**src/common/ethRtPkg.sv**
```systemverilog
// Link constants, GMII byte stream structs, received word union
package ethRtPkg;

    // ------------------------------------------------------------
    // Frame constants
    // ------------------------------------------------------------
    localparam logic [7:0]  preambleByte  = 8'h55;
    localparam logic [7:0]  sfdByte       = 8'hd5;   // Start frame delimiter
    localparam int          minFrameBytes = 60;      // Shortest frame without FCS
    localparam int          bufWords      = 32;      // Echo buffer depth, 64 bytes
    localparam logic [7:0]  opEcho        = 8'h01;   // Request opcode
    localparam logic [7:0]  opReply       = 8'h02;   // Answer opcode
    localparam logic [31:0] crcPoly       = 32'h04c1_1db7;   // IEEE 802.3 generator

    // ------------------------------------------------------------
    // Word and byte stream types
    // ------------------------------------------------------------

    // First frame byte sits in the high half
    typedef struct packed {
        logic [7:0] opcode;
        logic [7:0] tag;
    } ethHdr_s;

    // Same word seen as raw data or as header
    typedef union packed {
        logic [15:0] raw;
        ethHdr_s     hdr;
    } recvWord_u;

    typedef struct packed {
        logic       valid;      // Byte present this cycle
        logic [7:0] data;
    } gmiiRx_s;

    typedef struct packed {
        logic       en;         // Frame on the wire
        logic [7:0] data;
    } gmiiTx_s;

endpackage
```
**src/logic/ethRtTop.sv**
```systemverilog
// Link top level joining receiver, sender and echo engine
`timescale 1ns/1ps

module ethRtTop (
    input  logic              TxClk,
    input  logic              reset,
    input  ethRtPkg::gmiiRx_s rxIn,
    output logic              portReady,
    output ethRtPkg::gmiiTx_s txOut
);

    // Receive handshake
    logic                recvRequest;
    logic                recvBusy;
    logic                recvReady;
    ethRtPkg::recvWord_u recvWord;

    // Reply handshake
    logic                responseRequired;
    logic [15:0]         responseByteCount;
    logic                sendResponse;
    logic                sendRequest;
    logic                sendBusy;
    logic                sendReady;
    logic [15:0]         sendWord;

    ethRtRecv recv0 (
        .TxClk            (TxClk),
        .reset            (reset),
        .rxIn             (rxIn),
        .portReady        (portReady),
        .recvRequest      (recvRequest),
        .recvBusy         (recvBusy),
        .recvReady        (recvReady),
        .recvWord         (recvWord),
        .responseRequired (responseRequired),
        .sendResponse     (sendResponse),
        .sendBusy         (sendBusy)
    );

    ethRtSend send0 (
        .TxClk             (TxClk),
        .reset             (reset),
        .sendResponse      (sendResponse),
        .sendRequest       (sendRequest),
        .sendBusy          (sendBusy),
        .sendReady         (sendReady),
        .sendWord          (sendWord),
        .responseByteCount (responseByteCount),
        .txOut             (txOut)
    );

    packetEngine engine0 (
        .TxClk             (TxClk),
        .reset             (reset),
        .recvRequest       (recvRequest),
        .recvReady         (recvReady),
        .recvWord          (recvWord),
        .recvBusy          (recvBusy),
        .responseRequired  (responseRequired),
        .responseByteCount (responseByteCount),
        .sendRequest       (sendRequest),
        .sendReady         (sendReady),
        .sendWord          (sendWord),
        .sendBusy          (sendBusy)
    );

endmodule

```
**src/logic/packetEngine.sv**
```systemverilog
// Echo engine with frame buffer, reply decision and byte-swapped reply words
`timescale 1ns/1ps

module packetEngine (
    input  logic                TxClk,
    input  logic                reset,
    input  logic                recvRequest,
    input  logic                recvReady,
    input  ethRtPkg::recvWord_u recvWord,
    output logic                recvBusy,
    output logic                responseRequired,
    output logic [15:0]         responseByteCount,
    input  logic                sendRequest,
    input  logic                sendReady,
    output logic [15:0]         sendWord,
    output logic                sendBusy
);

    ethRtPkg::recvWord_u mem [ethRtPkg::bufWords];           // Word 0 holds the header
    logic [$clog2(ethRtPkg::bufWords):0]   wordCnt;        // Words stored
    logic [$clog2(ethRtPkg::bufWords)+1:0] byteCnt;        // Bytes stored, max 64
    logic [$clog2(ethRtPkg::bufWords)-1:0] rdPtr;
    logic                recvReqDly;
    logic                sendReqDly;
    logic                wrEn;
    ethRtPkg::recvWord_u rdWord;

    assign responseByteCount = 16'(byteCnt);
    assign wrEn = recvReady & recvBusy & (int'(wordCnt) < ethRtPkg::bufWords);

    // Reply word, opcode patched in word 0
    always_comb begin
        rdWord = mem[rdPtr];
        if (rdPtr == '0) begin
            rdWord.hdr.opcode = ethRtPkg::opReply;
        end
    end

    always_ff @(posedge TxClk) begin
        if (wrEn) begin
            mem[wordCnt[$clog2(ethRtPkg::bufWords)-1:0]] <= recvWord;
        end
    end

    always_ff @(posedge TxClk) begin
        if (reset) begin
            recvBusy         <= 1'b0;
            responseRequired <= 1'b0;
            sendBusy         <= 1'b0;
            recvReqDly       <= 1'b0;
            sendReqDly       <= 1'b0;
            wordCnt          <= '0;
            byteCnt          <= '0;
            rdPtr            <= '0;
        end else begin
            recvReqDly <= recvRequest;
            sendReqDly <= sendRequest;

            // ------------------------------------------------------------
            // Receive side
            // ------------------------------------------------------------
            if (recvRequest && !recvReqDly) begin
                recvBusy         <= 1'b1;               // New frame
                responseRequired <= 1'b0;
                wordCnt          <= '0;
                byteCnt          <= '0;
            end else begin
                if (wrEn) begin
                    wordCnt <= wordCnt + 1'b1;
                    byteCnt <= byteCnt + (recvRequest ? 2'd2 : 2'd1);   // Pad word adds one
                    if (int'(wordCnt) == ethRtPkg::bufWords - 1) begin
                        recvBusy <= 1'b0;               // Full, receiver flushes
                    end
                end
                if (!recvRequest && recvReqDly) begin
                    recvBusy         <= 1'b0;
                    responseRequired <= (wordCnt != '0) &&
                                        (mem[0].hdr.opcode == ethRtPkg::opEcho);
                end
            end

            // ------------------------------------------------------------
            // Send side
            // ------------------------------------------------------------
            if (sendRequest && !sendReqDly) begin
                sendBusy <= 1'b1;
                rdPtr    <= '0;
            end else if (sendReady && sendBusy) begin
                sendWord <= {rdWord.raw[7:0], rdWord.raw[15:8]};   // First byte low
                rdPtr    <= rdPtr + 1'b1;
                if ({1'b0, rdPtr} + 1'b1 == wordCnt) begin
                    sendBusy <= 1'b0;                   // Last word taken
                end
            end
        end
    end

endmodule

```
**src/ethRt/ethRtSend.sv**
```systemverilog
// GMII send FSM for preamble, data bytes, zero padding and FCS
`timescale 1ns/1ps

module ethRtSend (
    input  logic              TxClk,
    input  logic              reset,
    input  logic              sendResponse,        // Reply wanted
    output logic              sendRequest,         // Start engine word supply
    input  logic              sendBusy,
    output logic              sendReady,           // Word wanted, arrives a cycle later
    input  logic [15:0]       sendWord,            // Low byte goes first
    input  logic [15:0]       responseByteCount,
    output ethRtPkg::gmiiTx_s txOut
);

    typedef enum logic [2:0] {
        stIdle     = 3'd0,
        stPreamble = 3'd1,
        stSend     = 3'd2,
        stPad      = 3'd3,
        stCrc      = 3'd4
    } txState_e;

    txState_e    state;
    logic [2:0]  byteCnt;       // Preamble and FCS position
    logic [15:0] sendCnt;       // Data bytes sent
    logic [5:0]  padCnt;        // Bytes still short of the minimum
    logic [7:0]  hiByte;        // Held second half of the word
    logic [7:0]  txByte;        // Next data or pad byte
    logic [7:0]  txByteRev;
    logic [7:0]  fcsByte;
    logic [31:0] crc;
    logic [31:0] crcNext;

    // Low byte straight from the engine, high byte from the holding reg
    assign txByte    = (state == stSend) ? (sendReady ? hiByte : sendWord[7:0]) : 8'h00;
    assign txByteRev = {<<{txByte}};
    assign fcsByte   = {<<{crc[31:24]}};        // Top CRC byte, bit reversed

    crc32Byte crcUpd (
        .data   (txByteRev),
        .crcIn  (crc),
        .crcOut (crcNext)
    );

    always_ff @(posedge TxClk) begin
        if (reset) begin
            state       <= stIdle;
            sendRequest <= 1'b0;
            sendReady   <= 1'b0;
            txOut.en    <= 1'b0;
            byteCnt     <= 3'd0;
        end else begin
            case (state)
                stIdle: begin
                    txOut.en  <= 1'b0;
                    sendReady <= 1'b0;
                    byteCnt   <= 3'd0;
                    if (sendResponse) begin
                        sendRequest <= 1'b1;
                        state       <= stPreamble;
                    end
                end

                // ----------------------------------------------------
                // Seven preamble bytes and SFD
                // ----------------------------------------------------
                stPreamble: begin
                    txOut.en <= 1'b1;
                    if (sendBusy) begin
                        sendRequest <= 1'b0;            // Engine is serving
                    end
                    if (byteCnt == 3'd7) begin
                        txOut.data <= ethRtPkg::sfdByte;
                        sendReady  <= 1'b0;
                        sendCnt    <= 16'd0;
                        padCnt     <= 6'(ethRtPkg::minFrameBytes - 1);
                        crc        <= 32'hffff_ffff;    // CRC preset
                        state      <= stSend;
                    end else begin
                        txOut.data <= ethRtPkg::preambleByte;
                        sendReady  <= (byteCnt == 3'd6); // First word due after SFD
                        byteCnt    <= byteCnt + 3'd1;
                    end
                end

                // ----------------------------------------------------
                // Data, low byte then high byte of each word
                // ----------------------------------------------------
                stSend: begin
                    txOut.data <= txByte;
                    crc        <= crcNext;
                    sendReady  <= ~sendReady;
                    sendCnt    <= sendCnt + 16'd1;
                    if (!sendReady) begin
                        hiByte <= sendWord[15:8];
                    end
                    if (padCnt != 6'd0) begin
                        padCnt <= padCnt - 6'd1;
                    end
                    if (sendCnt == responseByteCount - 16'd1) begin
                        sendReady <= 1'b0;
                        byteCnt   <= 3'd0;
                        state     <= (padCnt == 6'd0) ? stCrc : stPad;
                    end
                end

                stPad: begin
                    txOut.data <= txByte;               // Zero
                    crc        <= crcNext;
                    padCnt     <= padCnt - 6'd1;
                    if (padCnt == 6'd0) begin
                        state <= stCrc;
                    end
                end

                // FCS inverted, least significant byte first
                stCrc: begin
                    txOut.data <= ~fcsByte;
                    crc        <= {crc[23:0], crc[31:24]};
                    byteCnt    <= byteCnt + 3'd1;
                    if (byteCnt == 3'd3) begin
                        state <= stIdle;
                    end
                end

                default: state <= stIdle;               // Recover from bad encoding
            endcase
        end
    end

endmodule

```
**src/ethRt/ethRtRecv.sv**
```systemverilog
// GMII receive FSM with preamble strip, word packing, frame end detect and reply request
`timescale 1ns/1ps

module ethRtRecv (
    input  logic                TxClk,
    input  logic                reset,
    input  ethRtPkg::gmiiRx_s   rxIn,             // Bytes from the switch port
    output logic                portReady,        // Source may send after a high cycle
    output logic                recvRequest,      // High through the frame
    input  logic                recvBusy,         // Engine still taking words
    output logic                recvReady,        // One-cycle strobe for recvWord
    output ethRtPkg::recvWord_u recvWord,
    input  logic                responseRequired,
    output logic                sendResponse,     // Ask the sender for a reply
    input  logic                sendBusy
);

    typedef enum logic [1:0] {
        stIdle,
        stFrame,
        stWaitResp,
        stWaitSend
    } rxState_e;

    rxState_e   state;
    logic       oddByte;    // Byte count parity within the frame
    logic [1:0] waitCnt;    // Idle cycles in frame, settle delay afterwards

    always_ff @(posedge TxClk) begin
        if (reset) begin
            state        <= stIdle;
            portReady    <= 1'b1;
            recvRequest  <= 1'b0;
            recvReady    <= 1'b0;
            sendResponse <= 1'b0;
            oddByte      <= 1'b0;
            waitCnt      <= 2'd0;
        end else begin
            recvReady <= 1'b0;                      // Strobe unless set below
            case (state)
                // ----------------------------------------------------
                // Hunt for preamble followed by SFD
                // ----------------------------------------------------
                stIdle: begin
                    portReady <= 1'b1;
                    if (rxIn.valid) begin
                        if (recvRequest && rxIn.data == ethRtPkg::sfdByte) begin
                            oddByte <= 1'b0;
                            waitCnt <= 2'd0;
                            state   <= stFrame;
                        end else begin
                            // Request early so the engine is busy by byte 0
                            recvRequest <= (rxIn.data == ethRtPkg::preambleByte);
                        end
                    end
                end

                // ----------------------------------------------------
                // Payload bytes into 16-bit words
                // ----------------------------------------------------
                stFrame: begin
                    if (rxIn.valid) begin
                        oddByte <= ~oddByte;
                        waitCnt <= 2'd0;
                        if (!oddByte) begin
                            recvWord.raw[15:8] <= rxIn.data;    // Even byte
                            portReady          <= recvBusy;     // Engine gone, flush rest
                        end else begin
                            recvWord.raw[7:0] <= rxIn.data;     // Odd byte
                            recvReady         <= recvBusy;
                        end
                    end else if (!portReady || waitCnt == 2'd2) begin
                        // Flushed, or three quiet cycles while ready
                        recvRequest       <= 1'b0;
                        portReady         <= 1'b0;
                        recvReady         <= recvBusy & oddByte;   // Half-filled last word
                        recvWord.raw[7:0] <= 8'h00;
                        waitCnt           <= 2'd1;
                        state             <= stWaitResp;
                    end else begin
                        waitCnt <= waitCnt + 2'd1;
                    end
                end

                // ----------------------------------------------------
                // Reply handshake with sender and engine
                // ----------------------------------------------------
                stWaitResp: begin
                    if (waitCnt != 2'd0) begin
                        waitCnt <= waitCnt - 2'd1;          // Engine sees recvRequest fall
                    end else if (!recvBusy) begin
                        if (!responseRequired) begin
                            portReady <= 1'b1;
                            state     <= stIdle;
                        end else if (!sendResponse && !sendBusy) begin
                            sendResponse <= 1'b1;
                        end else if (sendResponse && sendBusy) begin
                            sendResponse <= 1'b0;           // Sender has the request
                            state        <= stWaitSend;
                        end
                    end
                end

                stWaitSend: begin
                    if (!sendBusy) begin
                        portReady <= 1'b1;
                        state     <= stIdle;
                    end
                end
            endcase
        end
    end

endmodule

```
**src/logic/crc32Byte.sv**
```systemverilog
// One-byte CRC-32 step as an MSB-first XOR network on a bit-reversed byte
`timescale 1ns/1ps

module crc32Byte (
    input  logic [7:0]  data,       // Byte with bit order already reversed
    input  logic [31:0] crcIn,      // Running CRC
    output logic [31:0] crcOut      // CRC after this byte
);

    // Loop unrolls into eight shift and XOR stages
    always_comb begin
        logic [31:0] c;
        logic        fb;
        c = crcIn;
        for (int i = 7; i >= 0; i--) begin
            fb = c[31] ^ data[i];                       // Feedback bit
            c  = {c[30:0], 1'b0} ^ (fb ? ethRtPkg::crcPoly : 32'h0);
        end
        crcOut = c;
    end

endmodule

```
**config.mk**
```make
export PLATFORM = sky130hd
export DESIGN_NAME = ethRtTop
export DESIGN_NICKNAME = d
export VERILOG_FILES = /design/src/common/ethRtPkg.sv /design/src/logic/ethRtTop.sv /design/src/logic/packetEngine.sv /design/src/ethRt/ethRtSend.sv /design/src/ethRt/ethRtRecv.sv /design/src/logic/crc32Byte.sv
export SDC_FILE = /design/constraint.sdc
export NUM_CORES = 1
export LEC_CHECK = 0
export BUFFER_PORTS_ARGS = -buffer_cell sky130_fd_sc_hd__buf_4
export CAP_MARGIN = 20
export CORE_MARGIN = 4
export CORE_UTILIZATION = 35
export CTS_CLUSTER_SIZE = 12
export DETAILED_ROUTE_END_ITERATION = 10
export PLACE_DENSITY = 0.6
export SLEW_MARGIN = 20
export SYNTH_ARGS = -nofsm -noshare
export SYNTH_HDL_FRONTEND = slang
export SYNTH_HIERARCHICAL = 1
export SYNTH_SLANG_ARGS = --single-unit
```
**constraint.sdc**
```tcl
create_clock -name TxClk -period 6.4 [get_ports TxClk]
set_input_delay 0.32 -clock TxClk [delete_from_list [all_inputs] [get_ports TxClk]]
set_output_delay 0.32 -clock TxClk [all_outputs]
set_load 0.005 [all_outputs]
```
==> impl_results.md <==
* Final hold vios at 0
* Flop pwr share at 54.8%
* PortBufs at 20
* Worst Setup Slack, final at 2.91 ns
* Clock skew at 0.0154 ns
* Status: finished, final reports clean
* Critical Path Max Stage Delay at 0.61 ns
* Worst reg2reg path depth at 8
* Initial antenna violation count at 1
* Std-Cell Rows at 103
* Hold slack at 0.103 ns
* Avg Inst Size Synth at 17.7 sq um
* VDD IR max at 0.176 mV
* Leakage power at 9.77 nW
* Total GRT Usage at 14.7%
* Sw Share at 20.0%
* Reg2Reg Setup Slack at 2.91 ns
* Sequential Area at 0.0194 sq mm
* Path category of the worst min-delay check: in -> reg
* Drt drc at 0
* DP Worst Slack at 2.90 ns
* Starting density of the core at 35.4%
* Most common flop cell mapped by yosys: edfxtp_1
* FF+latch count, synth at 660
* Combinational power share at 2.4%
* Reg2reg end: send0/crc[9]
* DP HPWL at 38100 um
* Via count at 14.7k
* Crit path to: send0/crc[9]
* Root buf cell: clkbuf_16
* Core Area at 0.0793 sq mm
* TritonCTS Buffers at 69
* Setup TNS at 0 ns
* Critical path, cell by cell: nor2b_2 > nand2b_2 > nor2_1 > xor2_1 > xnor3_2 > xnor3_1 > a22oi_1 > nand2_1
* Clk slew on worst S/H paths at 0.06 ns
* Slew Limit Headroom at 23.0%
* Cell count after placement at 2631
* CTS tree: built
* # diodes at 0
* Post-route core utilization at 40.1%
* TritonCTS Sinks at 660
* P per Cell Area at 268 mW/mm^2
* Slew Viols, Final at 0
* Mapped Area at 0.0280 sq mm
* Full die area at 0.0847 sq mm
* CP Launch Type: flop
* Critical Path End Type: flop
* Clk pwr share at 42.8%
* Die height at 291 um
* Io pins at 21
* Final WL at 63000 um
* Congestion Overflow GR at 0
* Layout cells sized above 1 at 21.4%
* Worst slew pin tran at 1.15 ns
* Post-CTS Setup Bufs at 0
* CP startpoint: send0/state[1]
* Area delta synth->final at 13.4%
* Die X at 291 um
* Critical path type: reg -> reg
* Synth Warn # at 6
* Clk buf depth at 3
* Net switching power at 0.00171 W
* Iteration-0 DRC Markers at 1459
* Ys async rst share at 0%
* CP arrival at 3.81 ns
* Number of flops mapped to enable cells by yosys at 614
* R2r startpoint: send0/state[1]
* Crit path time final at 3.49 ns
* Multi-input logic area at 0.00827 sq mm
* Filler cells at 7096
* RSZ-0062 raised after global routing: false
* H-tree levels at 3
* Sequential cell area fraction in the yosys report at 69.0%
* Final ANT Viol Nets at 0
* 1st-pass router iterations at 5
* Final setup vio count at 0
* Vias in the first global route at 14.6k
* F_max at 286 MHz
* Clock Latency Late Sink at 0.60 ns
* Final period utilization at 54.6%
* Mapped Cells at 1586
* Nets at 1701
* Finished Layout Cells at 2757
* Share of the synthesized area in the top cell type at 65.7%
* CP Data Required Time at 6.71 ns
* Yosys top cell by area: edfxtp_1
* Int Power at 0.00682 W
* CP Max Fanout at 31
* # hold bufs at CTS at 8
* Top post-synthesis cells by area: edfxtp_1 (66%), mux4_2 (11%), dfxtp_1 (3.3%)
* Max Cap Viol at 0
* Largest net degree at the start of global routing at 89
* CTS resizes at 0
* Via/cell ratio at 5.32
* Slowest cell on the critical path: dfxtp_1
* First-pass GRT wire length at 94600 um
* GP Congestion at 0.809
* Post-synth cell types at 74
* DR WL/cell at 22.9 um
[cell type report]
class                   count  share of cell area [%]
clock buffers              94                    5.89
clock inverters            18                   0.492
inverters                  30                   0.354
multi-input cells         823                    26.0
flip-flops and latches    660                    60.9
well taps                1050                    4.13
repair buffers             82                    2.24
[through the flow]
step           cell area [sq um]  power [W]
6_report                   31800    0.00854
5_1_grt                    31800    0.00883
3_5_place_dp               29600    0.00496
2_1_floorplan              28100    0.00493
4_1_cts                    31700    0.00862
3_3_place_gp               29600    0.00496
[Yosys cell counts, drive strengths merged (3+ instances only)]
cell / number
xnor3: 19
inv: 30
mux4: 136
nand3b: 6
dfxtp: 46
or3: 10
nand2b: 15
mux2i: 43
and2: 12
or4: 3
and3b: 3
clkbuf: 33
nor4: 9
and3: 7
xor3: 3
o22ai: 9
nor3b: 8
nand4: 11
o31ai: 3
o22a: 8
a221oi: 7
or2: 6
edfxtp: 614
buf: 48
o311ai: 3
xor2: 28
a221o: 11
a311oi: 3
mux2: 17
o41ai: 8
ha: 23
nor2: 108
a22oi: 24
nor2b: 12
o21ai: 21
a31oi: 10
xnor2: 59
nand4b: 4
a21boi: 3
nor4b: 3
a21oi: 36
or3b: 4
nand2: 60
nor3: 16
nand3: 18
[power by group through the flow]
stage | combinational, W | sequential [W] | clock (W)
2_1_floorplan | 0.000165 | 0.00476 | 0
3_3_place_gp | 0.000196 | 0.00476 | 0
3_5_place_dp | 0.000199 | 0.00477 | 0
4_1_cts | 0.000204 | 0.00467 | 0.00374
5_1_grt | 0.000222 | 0.00467 | 0.00393
6_report | 0.000204 | 0.00467 | 0.00366
[cells in the final DEF (no fill, tap or decap), drive strengths merged, types with 12 or more instances in the layout]
| master | Yosys | final |
|---|---|---|
| and2 | 12 | 12 |
| edfxtp | 614 | 614 |
| dfxtp | 46 | 46 |
| nand2b | 15 | 15 |
| inv | 30 | 33 |
| nor2 | 108 | 108 |
| a21oi | 36 | 36 |
| clkinv | 0 | 15 |
| xor2 | 28 | 28 |
| nand2 | 60 | 60 |
| a22oi | 24 | 24 |
| nand3 | 18 | 18 |
| xnor3 | 19 | 19 |
| mux2 | 17 | 17 |
| mux4 | 136 | 136 |
| buf | 48 | 74 |
| nor3 | 16 | 16 |
| nor2b | 12 | 12 |
| mux2i | 43 | 43 |
| clkbuf | 33 | 94 |
| o21ai | 21 | 21 |
| xnor2 | 59 | 59 |
| ha | 23 | 23 |
[cells by family after synthesis]
group | share of synthesized area, %
other | 0.0134
XOR/XNOR | 4.93
AO/OA/AOI/OAI | 4.12
buffers and inverters | 1.82
multiplexers | 13.1
flip-flops | 69.0
adder cells (fa/ha/maj) | 1.10
AND/OR/NAND/NOR | 5.85
[metal layers]
layer  up-vias  part of all wire [%]  wire, um  track usage [%]
met5         -                     0         0                0
met4         0                   1.7      1040             3.15
met3        76                   6.0      3810             3.11
met2       437                    48     30400             23.7
met1      7691                    44     27800             20.6
li1       6460                     -         -                -
[sequential cells by signal, summed over array words and instances (netlist names), 2 cells and up, named ones only]
signal            count
engine0/mem         512
send0/crc            32
engine0/sendWord     16
recv0/recvWord       16
send0/sendCnt        16
send0/txOut           9
send0/hiByte          8
engine0/byteCnt       7
engine0/wordCnt       6
send0/padCnt          6
engine0/rdPtr         5
send0/byteCnt         3
send0/state           3
recv0/state           2
recv0/waitCnt         2
[worst min path at each step]
stage,from,endpoint,slack (ns),cells after the start
5_1_grt,rxIn[8],recv0/oddByte,0.08,3
3_3_place_gp,engine0/sendWord[8],send0/hiByte[0],0.42,0
4_1_cts,reset,engine0/recvReqDly,0.06,2
2_1_floorplan,reset,engine0/recvReqDly,0.39,1
3_5_place_dp,engine0/sendWord[8],send0/hiByte[0],0.42,0
6_report,rxIn[8],recv0/oddByte,0.10,3
[worst max-delay path, delay by kind of cell, from the launching register on]
kind            cells  cell delay, ns
xor+xnor            3            1.30
simple gates        4            1.12
compound gates      1            0.16
flops               1            0.61
No activity file was read; power rests on OpenSTA's default activity.
